$ cat src/source/exec_pkg.sv
package exec_pkg;

    localparam int REG_ADDR_W = 5; // 32 architectural registers

    // execute operation codes, grouped by unit
    typedef enum logic [4:0] {
        OP_ADD,
        OP_SUB,
        OP_SLT,
        OP_SLTU,
        OP_AND,
        OP_OR,
        OP_XOR,
        OP_NOR,
        OP_SLL,
        OP_SRL,
        OP_SRA,
        OP_LUI,   // imm << 12
        OP_MUL,   // low half
        OP_MULH,
        OP_MULHU,
        OP_DIV,
        OP_DIVU,
        OP_MOD,
        OP_MODU,
        OP_BEQ,
        OP_BNE,
        OP_BLT,
        OP_BGE,
        OP_BLTU,
        OP_BGEU,
        OP_B,
        OP_BL,    // writes link
        OP_JIRL   // rj based target, writes link
    } exec_op_e;

    typedef enum logic [1:0] {
        DIV_IDLE,
        DIV_RUN,
        DIV_DONE
    } div_state_e;

endpackage

$ cat src/source/alu.sv
module alu #(
    parameter int XLEN = 32
) (
    input  exec_pkg::exec_op_e op,
    input  logic [XLEN-1:0]    src1,
    input  logic [XLEN-1:0]    src2,
    output logic [XLEN-1:0]    result
);

    localparam int SHW = $clog2(XLEN);

    logic [SHW-1:0]  shamt;
    logic [XLEN-1:0] sum;
    logic [XLEN-1:0] diff;
    logic            lt_signed;
    logic            lt_unsigned;

    assign shamt       = src2[SHW-1:0]; // only low bits count
    assign sum         = src1 + src2;
    assign diff        = src1 - src2;
    assign lt_signed   = $signed(src1) < $signed(src2);
    assign lt_unsigned = src1 < src2;

    always_comb
    begin
        case (op)
            exec_pkg::OP_ADD:  result = sum;
            exec_pkg::OP_SUB:  result = diff;
            exec_pkg::OP_SLT:  result = {{(XLEN-1){1'b0}}, lt_signed};
            exec_pkg::OP_SLTU: result = {{(XLEN-1){1'b0}}, lt_unsigned};
            exec_pkg::OP_AND:  result = src1 & src2;
            exec_pkg::OP_OR:   result = src1 | src2;
            exec_pkg::OP_XOR:  result = src1 ^ src2;
            exec_pkg::OP_NOR:  result = ~(src1 | src2);
            exec_pkg::OP_SLL:  result = src1 << shamt;
            exec_pkg::OP_SRL:  result = src1 >> shamt;
            exec_pkg::OP_SRA:
            begin
                result = $signed(src1) >>> shamt; // keeps the sign bit
            end
            exec_pkg::OP_LUI:  result = src2 << 12;
            default:           result = '0;
        endcase
    end

endmodule

$ cat src/source/branch_resolve.sv
module branch_resolve #(
    parameter int XLEN = 32
) (
    input  exec_pkg::exec_op_e op,
    input  logic [XLEN-1:0]    pc,
    input  logic [XLEN-1:0]    rj,
    input  logic [XLEN-1:0]    rk,
    input  logic [XLEN-1:0]    imm,
    output logic               taken,
    output logic [XLEN-1:0]    target,
    output logic [XLEN-1:0]    link
);

    logic eq;
    logic lt_s;
    logic lt_u;

    assign eq   = (rj == rk);
    assign lt_s = $signed(rj) < $signed(rk);
    assign lt_u = rj < rk;

    always_comb
    begin
        case (op)
            exec_pkg::OP_BEQ:  taken = eq;
            exec_pkg::OP_BNE:  taken = !eq;
            exec_pkg::OP_BLT:  taken = lt_s;
            exec_pkg::OP_BGE:  taken = !lt_s;
            exec_pkg::OP_BLTU: taken = lt_u;
            exec_pkg::OP_BGEU: taken = !lt_u;
            exec_pkg::OP_B, exec_pkg::OP_BL, exec_pkg::OP_JIRL: taken = 1'b1;
            default:           taken = 1'b0;
        endcase
    end

    assign target = (op == exec_pkg::OP_JIRL) ? rj + imm : pc + imm; // indirect only for jirl
    assign link   = pc + XLEN'(4);

endmodule

$ cat src/source/divider.sv
module divider #(
    parameter int XLEN = 32
) (
    input  logic            clk,
    input  logic            reset,
    input  logic            start,
    input  logic            div_signed,
    input  logic            div_mod,
    input  logic [XLEN-1:0] x,
    input  logic [XLEN-1:0] y,
    output logic            done,
    output logic [XLEN-1:0] result
);

    localparam int CW = $clog2(XLEN);

    exec_pkg::div_state_e state;
    logic [CW-1:0]   count;
    logic [XLEN-1:0] quot;
    logic [XLEN-1:0] rem;
    logic [XLEN-1:0] divisor;
    logic [XLEN-1:0] dividend;
    logic            neg_q;
    logic            neg_r;
    logic            by_zero;
    logic            overflow;
    logic            want_mod;
    logic [XLEN-1:0] abs_x;
    logic [XLEN-1:0] abs_y;
    logic [XLEN:0]   trial;
    logic [XLEN-1:0] q_fix;
    logic [XLEN-1:0] r_fix;

    assign abs_x = (div_signed && x[XLEN-1]) ? -x : x;
    assign abs_y = (div_signed && y[XLEN-1]) ? -y : y;
    assign trial = {rem, quot[XLEN-1]} - {1'b0, divisor}; // msb set means no fit

    always_ff @(posedge clk)
    begin
        if (reset)
        begin
            state <= exec_pkg::DIV_IDLE;
            count <= '0;
        end
        else
        begin
            case (state)
                exec_pkg::DIV_IDLE:
                begin
                    if (start)
                    begin
                        state <= exec_pkg::DIV_RUN;
                        count <= '0;
                    end
                end
                exec_pkg::DIV_RUN:
                begin
                    count <= count + 1'b1;
                    if (count == CW'(XLEN - 1))
                        state <= exec_pkg::DIV_DONE;
                end
                default: state <= exec_pkg::DIV_IDLE; // DIV_DONE lasts one cycle
            endcase
        end
    end

    always_ff @(posedge clk)
    begin
        if (state == exec_pkg::DIV_IDLE && start)
        begin
            quot     <= abs_x;
            rem      <= '0;
            divisor  <= abs_y;
            dividend <= x;
            neg_q    <= div_signed && (x[XLEN-1] ^ y[XLEN-1]);
            neg_r    <= div_signed && x[XLEN-1]; // remainder follows the dividend
            by_zero  <= (y == '0);
            overflow <= div_signed && (x == {1'b1, {(XLEN-1){1'b0}}}) && (y == '1);
            want_mod <= div_mod;
        end
        else if (state == exec_pkg::DIV_RUN)
        begin
            if (!trial[XLEN])
            begin
                rem  <= trial[XLEN-1:0];
                quot <= {quot[XLEN-2:0], 1'b1};
            end
            else
            begin
                rem  <= {rem[XLEN-2:0], quot[XLEN-1]};
                quot <= {quot[XLEN-2:0], 1'b0};
            end
        end
    end

    // sign fix and special cases, valid while done is high
    assign q_fix = neg_q ? -quot : quot;
    assign r_fix = neg_r ? -rem : rem;
    assign done  = (state == exec_pkg::DIV_DONE);

    always_comb
    begin
        if (by_zero)
            result = want_mod ? dividend : '1;
        else if (overflow)
            result = want_mod ? '0 : dividend;
        else
            result = want_mod ? r_fix : q_fix;
    end

endmodule

$ cat src/source/exec_stage.sv
module exec_stage #(
    parameter int XLEN = 32
) (
    input  logic                          clk,
    input  logic                          reset,
    input  logic                          in_valid,
    output logic                          in_ready,
    input  exec_pkg::exec_op_e            in_op,
    input  logic [XLEN-1:0]               in_pc,
    input  logic [XLEN-1:0]               in_rj_value,
    input  logic [XLEN-1:0]               in_rk_value,
    input  logic [XLEN-1:0]               in_imm,
    input  logic [exec_pkg::REG_ADDR_W-1:0] in_rj_addr,
    input  logic [exec_pkg::REG_ADDR_W-1:0] in_rk_addr,
    input  logic [exec_pkg::REG_ADDR_W-1:0] in_dest,
    input  logic                          in_src1_is_pc,
    input  logic                          in_src2_is_imm,
    input  logic                          in_gr_we,
    input  logic                          fwd_valid,
    input  logic [exec_pkg::REG_ADDR_W-1:0] fwd_dest,
    input  logic [XLEN-1:0]               fwd_data,
    output logic                          out_valid,
    input  logic                          out_ready,
    output logic [XLEN-1:0]               out_pc,
    output logic [XLEN-1:0]               out_result,
    output logic [exec_pkg::REG_ADDR_W-1:0] out_dest,
    output logic                          out_gr_we,
    output logic                          br_taken,
    output logic [XLEN-1:0]               br_target
);

    logic [XLEN-1:0] rj_value, rk_value, src1, src2;
    logic            is_mul, is_div, is_br, is_link;
    logic            in_fire, out_free, pend_load;
    logic            div_start, div_signed, div_mod, div_done;
    logic [XLEN-1:0] div_x, div_y, div_result;
    logic [XLEN-1:0] alu_result, mul_result, link_value, br_target_w, exec_result;
    logic            br_taken_w, exec_gr_we;
    logic            div_pending; // divide accepted, result not yet in the output register
    logic            div_have;    // divide finished while the output register was busy
    logic [XLEN-1:0] pend_pc, pend_result;
    logic [exec_pkg::REG_ADDR_W-1:0] pend_dest;
    logic            pend_gr_we;

    // writeback bypass, r0 never forwards
    assign rj_value = (fwd_valid && fwd_dest != '0 && fwd_dest == in_rj_addr) ? fwd_data
                                                                              : in_rj_value;
    assign rk_value = (fwd_valid && fwd_dest != '0 && fwd_dest == in_rk_addr) ? fwd_data
                                                                              : in_rk_value;
    assign src1 = in_src1_is_pc ? in_pc : rj_value;
    assign src2 = in_src2_is_imm ? in_imm : rk_value;

    always_comb
    begin
        is_mul     = 1'b0;
        is_div     = 1'b0;
        is_br      = 1'b0;
        is_link    = 1'b0;
        div_signed = 1'b0;
        div_mod    = 1'b0;
        case (in_op)
            exec_pkg::OP_MUL, exec_pkg::OP_MULH, exec_pkg::OP_MULHU: is_mul = 1'b1;
            exec_pkg::OP_DIV:  {is_div, div_signed} = 2'b11;
            exec_pkg::OP_DIVU: is_div = 1'b1;
            exec_pkg::OP_MOD:  {is_div, div_signed, div_mod} = 3'b111;
            exec_pkg::OP_MODU: {is_div, div_mod} = 2'b11;
            exec_pkg::OP_BEQ, exec_pkg::OP_BNE, exec_pkg::OP_BLT, exec_pkg::OP_BGE,
            exec_pkg::OP_BLTU, exec_pkg::OP_BGEU, exec_pkg::OP_B: is_br = 1'b1;
            exec_pkg::OP_BL, exec_pkg::OP_JIRL: {is_br, is_link} = 2'b11;
            default: ; // alu group
        endcase
    end

    assign out_free  = !out_valid || out_ready;
    assign in_ready  = !div_pending && out_free;
    assign in_fire   = in_valid && in_ready;
    assign div_start = in_fire && is_div;
    assign div_x     = src1;
    assign div_y     = src2;
    assign pend_load = div_pending && (div_have || div_done) && out_free;

    assign exec_result = is_br ? link_value : (is_mul ? mul_result : alu_result);
    assign exec_gr_we  = is_br ? (in_gr_we && is_link) : in_gr_we;

    alu #(.XLEN(XLEN)) u_alu (
        .op(in_op), .src1(src1), .src2(src2), .result(alu_result)
    );

    multiplier #(.XLEN(XLEN)) u_mul (
        .op(in_op), .src1(src1), .src2(src2), .result(mul_result)
    );

    divider #(.XLEN(XLEN)) u_div (
        .clk(clk), .reset(reset), .start(div_start), .div_signed(div_signed),
        .div_mod(div_mod), .x(div_x), .y(div_y), .done(div_done), .result(div_result)
    );

    branch_resolve #(.XLEN(XLEN)) u_branch (
        .op(in_op), .pc(in_pc), .rj(rj_value), .rk(rk_value), .imm(in_imm),
        .taken(br_taken_w), .target(br_target_w), .link(link_value)
    );

    always_ff @(posedge clk)
    begin
        if (reset)
        begin
            out_valid   <= 1'b0;
            br_taken    <= 1'b0;
            div_pending <= 1'b0;
            div_have    <= 1'b0;
        end
        else
        begin
            if (in_fire && !is_div)
            begin
                out_valid <= 1'b1;
                br_taken  <= is_br && br_taken_w;
            end
            else if (pend_load)
            begin
                out_valid <= 1'b1;
                br_taken  <= 1'b0;
            end
            else if (out_ready)
            begin
                out_valid <= 1'b0; // drained
                br_taken  <= 1'b0;
            end
            if (div_start)
                div_pending <= 1'b1;
            else if (pend_load)
                div_pending <= 1'b0;
            if (pend_load)
                div_have <= 1'b0;
            else if (div_done)
                div_have <= 1'b1;
        end
    end

    always_ff @(posedge clk)
    begin
        if (in_fire && !is_div)
        begin
            out_pc     <= in_pc;
            out_dest   <= in_dest;
            out_gr_we  <= exec_gr_we;
            out_result <= exec_result;
            br_target  <= br_target_w;
        end
        else if (pend_load)
        begin
            out_pc     <= pend_pc;
            out_dest   <= pend_dest;
            out_gr_we  <= pend_gr_we;
            out_result <= div_have ? pend_result : div_result;
            br_target  <= '0;
        end
        if (div_start)
        begin
            pend_pc    <= in_pc;
            pend_dest  <= in_dest;
            pend_gr_we <= in_gr_we;
        end
        if (div_done)
            pend_result <= div_result; // result is only valid during done
    end

endmodule

$ cat src/source/multiplier.sv
module multiplier #(
    parameter int XLEN = 32
) (
    input  exec_pkg::exec_op_e op,
    input  logic [XLEN-1:0]    src1,
    input  logic [XLEN-1:0]    src2,
    output logic [XLEN-1:0]    result
);

    logic                     sign_ext;
    logic signed [XLEN:0]     a;
    logic signed [XLEN:0]     b;
    logic signed [2*XLEN+1:0] product;

    // one extra bit lets a single signed multiply cover both cases
    assign sign_ext = (op != exec_pkg::OP_MULHU);
    assign a        = {sign_ext & src1[XLEN-1], src1};
    assign b        = {sign_ext & src2[XLEN-1], src2};
    assign product  = a * b;

    assign result = (op == exec_pkg::OP_MUL) ? product[XLEN-1:0]
                                             : product[2*XLEN-1:XLEN];

endmodule
$ cat config.mk
export PLATFORM = sky130hd
export DESIGN_NAME = exec_stage
export DESIGN_NICKNAME = d
export VERILOG_FILES = /design/src/source/exec_pkg.sv /design/src/source/alu.sv /design/src/source/branch_resolve.sv /design/src/source/divider.sv /design/src/source/exec_stage.sv /design/src/source/multiplier.sv
export SDC_FILE = /design/constraint.sdc
export NUM_CORES = 2
export LEC_CHECK = 0
export ABC_CLOCK_PERIOD_IN_PS = 12010
export CAP_MARGIN = 20
export CORE_MARGIN = 4
export CORE_UTILIZATION = 65
export CTS_CLUSTER_SIZE = 40
export DETAILED_ROUTE_END_ITERATION = 8
export DONT_BUFFER_PORTS = 1
export GPL_TIMING_DRIVEN = 0
export PLACE_DENSITY_LB_ADDON = 0.25
export REMOVE_ABC_BUFFERS = 1
export SYNTH_ARGS = -nofsm -noshare
export SYNTH_HDL_FRONTEND = slang
export SYNTH_SLANG_ARGS = --single-unit
export TNS_END_PERCENT = 20
$ cat constraint.sdc
create_clock -name clk -period 12.01 [get_ports clk]
set_clock_uncertainty 0.05 [all_clocks]
set_input_delay 1.201 -clock clk [delete_from_list [all_inputs] [get_ports clk]]
set_output_delay 1.201 -clock clk [all_outputs]
set_load 0.01 [all_outputs]
== Word-level counts from Yosys, hierarchy flattened ==
Index checks and enable logic that the tools add are counted.
Storage, ports and cells
  flip-flop bits (word level): 316
  input port bits: 193
  logic and storage cells: 185
Operators by class
  $add $sub $neg: 11
  $mul: 1
  $lt $le $gt $ge: 4
  eq/ne operators: 38
  shift operators: 3
  mux-type cells: 53
  bitwise operators: 7
  reductions and logical operators: 44
Operators with widths (number)
  2-to-1 mux 32 bit: 27
  case mux 32 bit (12 select lines): 1
  < comparator 32 bit: 4
  negation 32 bit: 4
  adder 32 bit: 3
  equality test 5 bit, second input constant: 13
  equality test 32 bit, second input constant: 2
  multiplier 33 x 33 -> 64 bit: 1
  equality test 5 x 4 -> 1 bit, second input constant: 8
  subtractor 33 x 32 -> 33 bit: 1
  adder 32 x 3 -> 32 bit, second input constant: 1
  AND 32 bit: 1
  equality test 32 bit: 1
  logical NOT 32 bit: 1
  NOT 32 bit: 1
  OR 32 bit: 1
  left shift 32 x 5 -> 32 bit: 1
  >> shifter 32 x 5 -> 32 bit: 1
  >>> shifter 32 x 5 -> 32 bit: 1
  subtractor 32 bit: 1
  bitwise XOR 32 bit: 1
  equality test 5 x 3 -> 1 bit, second input constant: 4
  logical AND 1 bit: 17
  2-to-1 mux 1 bit: 17
  other kinds (27): 48

== Depth between registers and ports, before layout ==
  word-level depth: 11
  depth in mapped cells: 41
  gate-level depth less buffers: 36

== Modules after synthesis ==
A second synthesis with hierarchy kept.
Second synthesis, totals
  cells, all modules: 8224
  area, all modules: 71365.9 µm²
Modules (own cells, without submodules)
  multiplier: instances 1, cells each 4298, area each 38403.1 µm², seq. area each 0.0 µm²
  divider: instances 1, cells each 1210, area each 10526.3 µm², seq. area each 3813.7 µm²
  exec_stage: instances 1, cells each 887, area each 9741.8 µm², seq. area each 5245.0 µm²
  alu: instances 1, cells each 1370, area each 9242.6 µm², seq. area each 0.0 µm²
  branch_resolve: instances 1, cells each 459, area each 3452.1 µm², seq. area each 0.0 µm²

== Worst setup path before layout ==
Ideal clock, no wire load.
  path type: input port to flip-flop
  start: input port fwd_dest[1] (netlist bit)
  end: register out_result[30] (data pin)
  arrival time: 10832 ps
  slack: 869 ps
  stages on the path: 35
  buffers on the path: 5
  cells stage by stage: or4_4 > o211a_1 > nand2_1 > o311a_1 > clkbuf_1 > clkbuf_1 > clkbuf_1 > buf_1 > clkbuf_1 > nand2_1 > fa_1 > fa_1 > inv_1 > fa_1 > inv_1 > fa_1 > inv_1 > fa_1 > fa_1 > fa_1 > inv_1 > fa_1 > inv_1 > ha_1 > a21o_1 > a21o_1 > a21o_1 > or3_1 > o21ai_0 > a31oi_1 > a221oi_1 > o221ai_1 > xnor2_1 > nor2_1 > o31a_1
Between the ends
  longest elaborated chain between the ends: 11
Ends and longest elaborated chain
  from (decl): RTL line exec_stage.sv:20  | input logic [exec_pkg::REG_ADDR_W-1:0] fwd_dest,
  nonzero test 5 bit: RTL line exec_stage.sv:46, exec_stage.sv:48
  logical AND 1 bit: RTL line exec_stage.sv:46, exec_stage.sv:48
  logical AND 1 bit, on equally long branches: RTL line exec_stage.sv:46, exec_stage.sv:48
  2-to-1 mux 32 bit, on equally long branches: RTL line exec_stage.sv:46, exec_stage.sv:48
  2-to-1 mux 32 bit, on equally long branches: RTL line exec_stage.sv:50, exec_stage.sv:51
  AND 1 bit, or another cell as far along: RTL line multiplier.sv:17  | assign a = {sign_ext & src1[XLEN-1], src1};
  multiplier 33 x 33 -> 64 bit or NOT 32 bit (tied branches): RTL line multiplier.sv:19, alu.sv:34
  2-to-1 mux 32 bit or case mux 32 bit (12 select lines) (tied branches): RTL line multiplier.sv:21, alu.sv:26
  2-to-1 mux 32 bit (*) (2 in a row): RTL line exec_stage.sv:82  | assign exec_result = is_br ? link_value : (is_mul ? mul_result : alu_result);
  2-to-1 mux 32 bit (*): RTL line exec_stage.sv:142  | if (in_fire && !is_div)
  to (signal assigned): RTL line exec_stage.sv:147  | out_result <= exec_result;
  to (signal assigned): RTL line exec_stage.sv:155  | out_result <= div_have ? pend_result : div_result;
  to (decl): RTL line exec_stage.sv:25  | output logic [XLEN-1:0] out_result,
Every way passes the cells marked *; elsewhere a longest branch is shown, timed or not.
A chain may end at the register's enable or synchronous reset.

== Worst setup path in the final report ==
  start: input port fwd_dest[1] (netlist bit)
  end: register out_result[19] (data pin)
The elaborated chain is that of the path after synthesis.

==> results.ini <==
[outcome]
run_status = finished with violations
violations = DRC, setup timing

[sta]
tightestPinTransition_ns = 1.31
rsz0062_at_grt = true
max_slew_margin_pct = 12.1
holdWs_ns = 0.419
fin_crit_sh_pct = 102
hold_viol_final = 0
finalSetupTns_ns = -1.02
fmax_ghz = 0.0819
finalCriticalPeriod_ns = 12.22
setup_ws_ns = -0.206
drv_slew = 0
setup_violations = 10

[cts]
clkTransAtPathRegs_ns = 0.07
clockBufferDepth = 3
cts_buffers = 31
root_buffer = clkbuf_16
cts_max_level = 1
tritoncts = yes
cts_sinks = 316
clock_latency_ns = 0.64
cts_hold_buffers = 0

[die]
io_pins = 298
coreArea_sq_mm = 0.105
row_count = 119
dieArea_sq_mm = 0.111
start_util_pct = 65.4
die_x_um = 333
die_h_um = 333

[setup_path]
r2r_setup_slack_ns = 6.61
slowest_delay_ns = 0.90
crit_path_frequent_cell = fa_1
critPathRequiredTime_ns = 12.31
arrival_ns = 12.51
criticalPathCategory = in -> reg
start_kind = input port
path_max_fanout = 10
end_kind = register
crit_slowest_cell = clkinvlp_4

[grt]
antenna_found_initial = 31
grt_usage_pct = 56.0
grt_max_degree = 97
grt_pass1_wl_um = 452000
first_global_vias = 67700
gr-total-overflow = 0

[worst_hold_path]
hold_path.class = reg -> reg

[finish]
final_cell_mix = 1224 x inv_1, 1167 x nand2_1, 1126 x fa_1
layout.nets = 9560
final_common_cell = inv_1
drive_gt1_share_pct = 6.57
post-route-util_pct = 70.6
synthToLayoutAreaGrowth_pct = 7.92

[yosys]
ys_seq_elements = 316
synth_edf_count = 273
synth_area_sq_mm = 0.0688
seq_area_frac_synth_pct = 13.2
ys_async_sr_fraction_pct = 0
syn_inst = 8064
ys_warn_count = 0
syn_avg_cell_area_sq_um = 8.54
synth_cell_types = 97
synthFlopType = edfxtp_1

[drt]
via_per_inst = 7.20
vias = 66800
firstDrtPassIters = 9
drc = 24
wire_per_inst_um = 34.6
drt_iter0_drc = 10600
ant_nets = 0
drt-total-wl_um = 321000

[place]
portBuffers = 0
globalplace.congestion = 1.10
dp_hpwl_um = 248000

[job]
cap_violations = 0

==> registers in the layout, summed over array words and instances (netlist names), 2 cells and up <==
name	cells
pend_result	32
pend_dest	5
u_div.dividend	32
u_div.state	2
out_result	32
out_dest	5
u_div.quot	32
u_div.count	5
u_div.divisor	32
u_div.rem	32
pend_pc	32
out_pc	32
br_target	32
==> worst max-delay path: cells and delay by family <==
family / cells / cell delay (ns)
adders and majority gates: 9 / 4.17
AOI/OAI and AO/OA: 8 / 3.48
and+or+nand+nor: 6 / 1.86
buffers and inverters: 6 / 1.37
muxes: 2 / 0.39
==> metal layers <==
metal	global-route usage, %	wire, um
met5	0	260
met2	80.8	131000
met3	22.6	51300
met1	63.9	99400
met4	50.6	39400
==> path summary, 6_finish.rpt <==
path         depth (start not counted)              to   startpoint
min reg2reg                          2     div_pending  div_pending
min                                  2     div_pending  div_pending
max                                 31  out_result[19]  fwd_dest[1]
max reg2reg                         10   u_div.quot[3]    out_valid
==> cell type report <==
| class | instances | area [sq um] |
|---|---|---|
| clock inverter | 22 | 253 |
| clock buffer | 36 | 815 |
| antenna | 37 | 92.6 |
| sequential | 316 | 9060 |
| fill | 7428 | 31000 |
| inverter | 1280 | 4930 |
| multi-input combinational | 5979 | 53900 |
| timing repair buffer | 218 | 3510 |
| tap | 1391 | 1740 |
==> metrics by stage <==
stage	setup WS [ns]	cells	cell area (sq um)
5_1_grt	-0.101	9248	74200
3_3_place_gp	-16.58	8963	68600
6_report	-0.206	9279	74300
4_1_cts	0.00500	9211	73700
2_1_floorplan	-1.82	7572	66900
3_5_place_dp	-1.97	9143	72400
==> cells by family after synthesis <==
logic type,Yosys count,synth area share [%]
compound gates,1440,13.8
flops,316,13.2
buf+inv,1772,9.78
mux,255,3.90
fa+ha+maj,1541,40.3
simple gates,2427,15.0
xor+xnor,313,3.98
==> what timing repair did <==
| item | CTS | global route |
|---|---|---|
| buffers inserted | 7 | 24 |
| endpoints found under the setup margin | 30 | 23 |
| cloned | 3 | 0 |
| resized for setup | 40 | 46 |
| pin swaps | 6 | 12 |
| endpoints found under the hold margin | 0 | 0 |
==> Yosys cell counts (46+ instances only) <==
master | n | area share, %
mux2_2 | 54 | 0.88
nand4_1 | 50 | 0.45
xor2_1 | 102 | 1.3
a31oi_1 | 52 | 0.47
nand2_1 | 1172 | 6.4
a21oi_1 | 350 | 2.5
nor3_1 | 75 | 0.55
mux2i_1 | 196 | 2.9
o31ai_1 | 48 | 0.52
ha_1 | 412 | 7.5
o21ai_0 | 341 | 2.5
fa_1 | 1129 | 33
clkbuf_1 | 374 | 2.0
edfxtp_1 | 273 | 12
o211ai_1 | 51 | 0.56
xnor2_1 | 211 | 2.7
o22ai_1 | 76 | 0.69
a211oi_1 | 46 | 0.50
nor2_1 | 743 | 4.1
nand2b_1 | 51 | 0.46
inv_1 | 1248 | 6.8
a21o_1 | 74 | 0.81
nor2b_1 | 48 | 0.44
nand3_1 | 98 | 0.71
buf_1 | 81 | 0.44
Power is left out: the tool's default activity adds up to more than one toggle a clock period on the data nets, which glitch-free logic cannot reach.
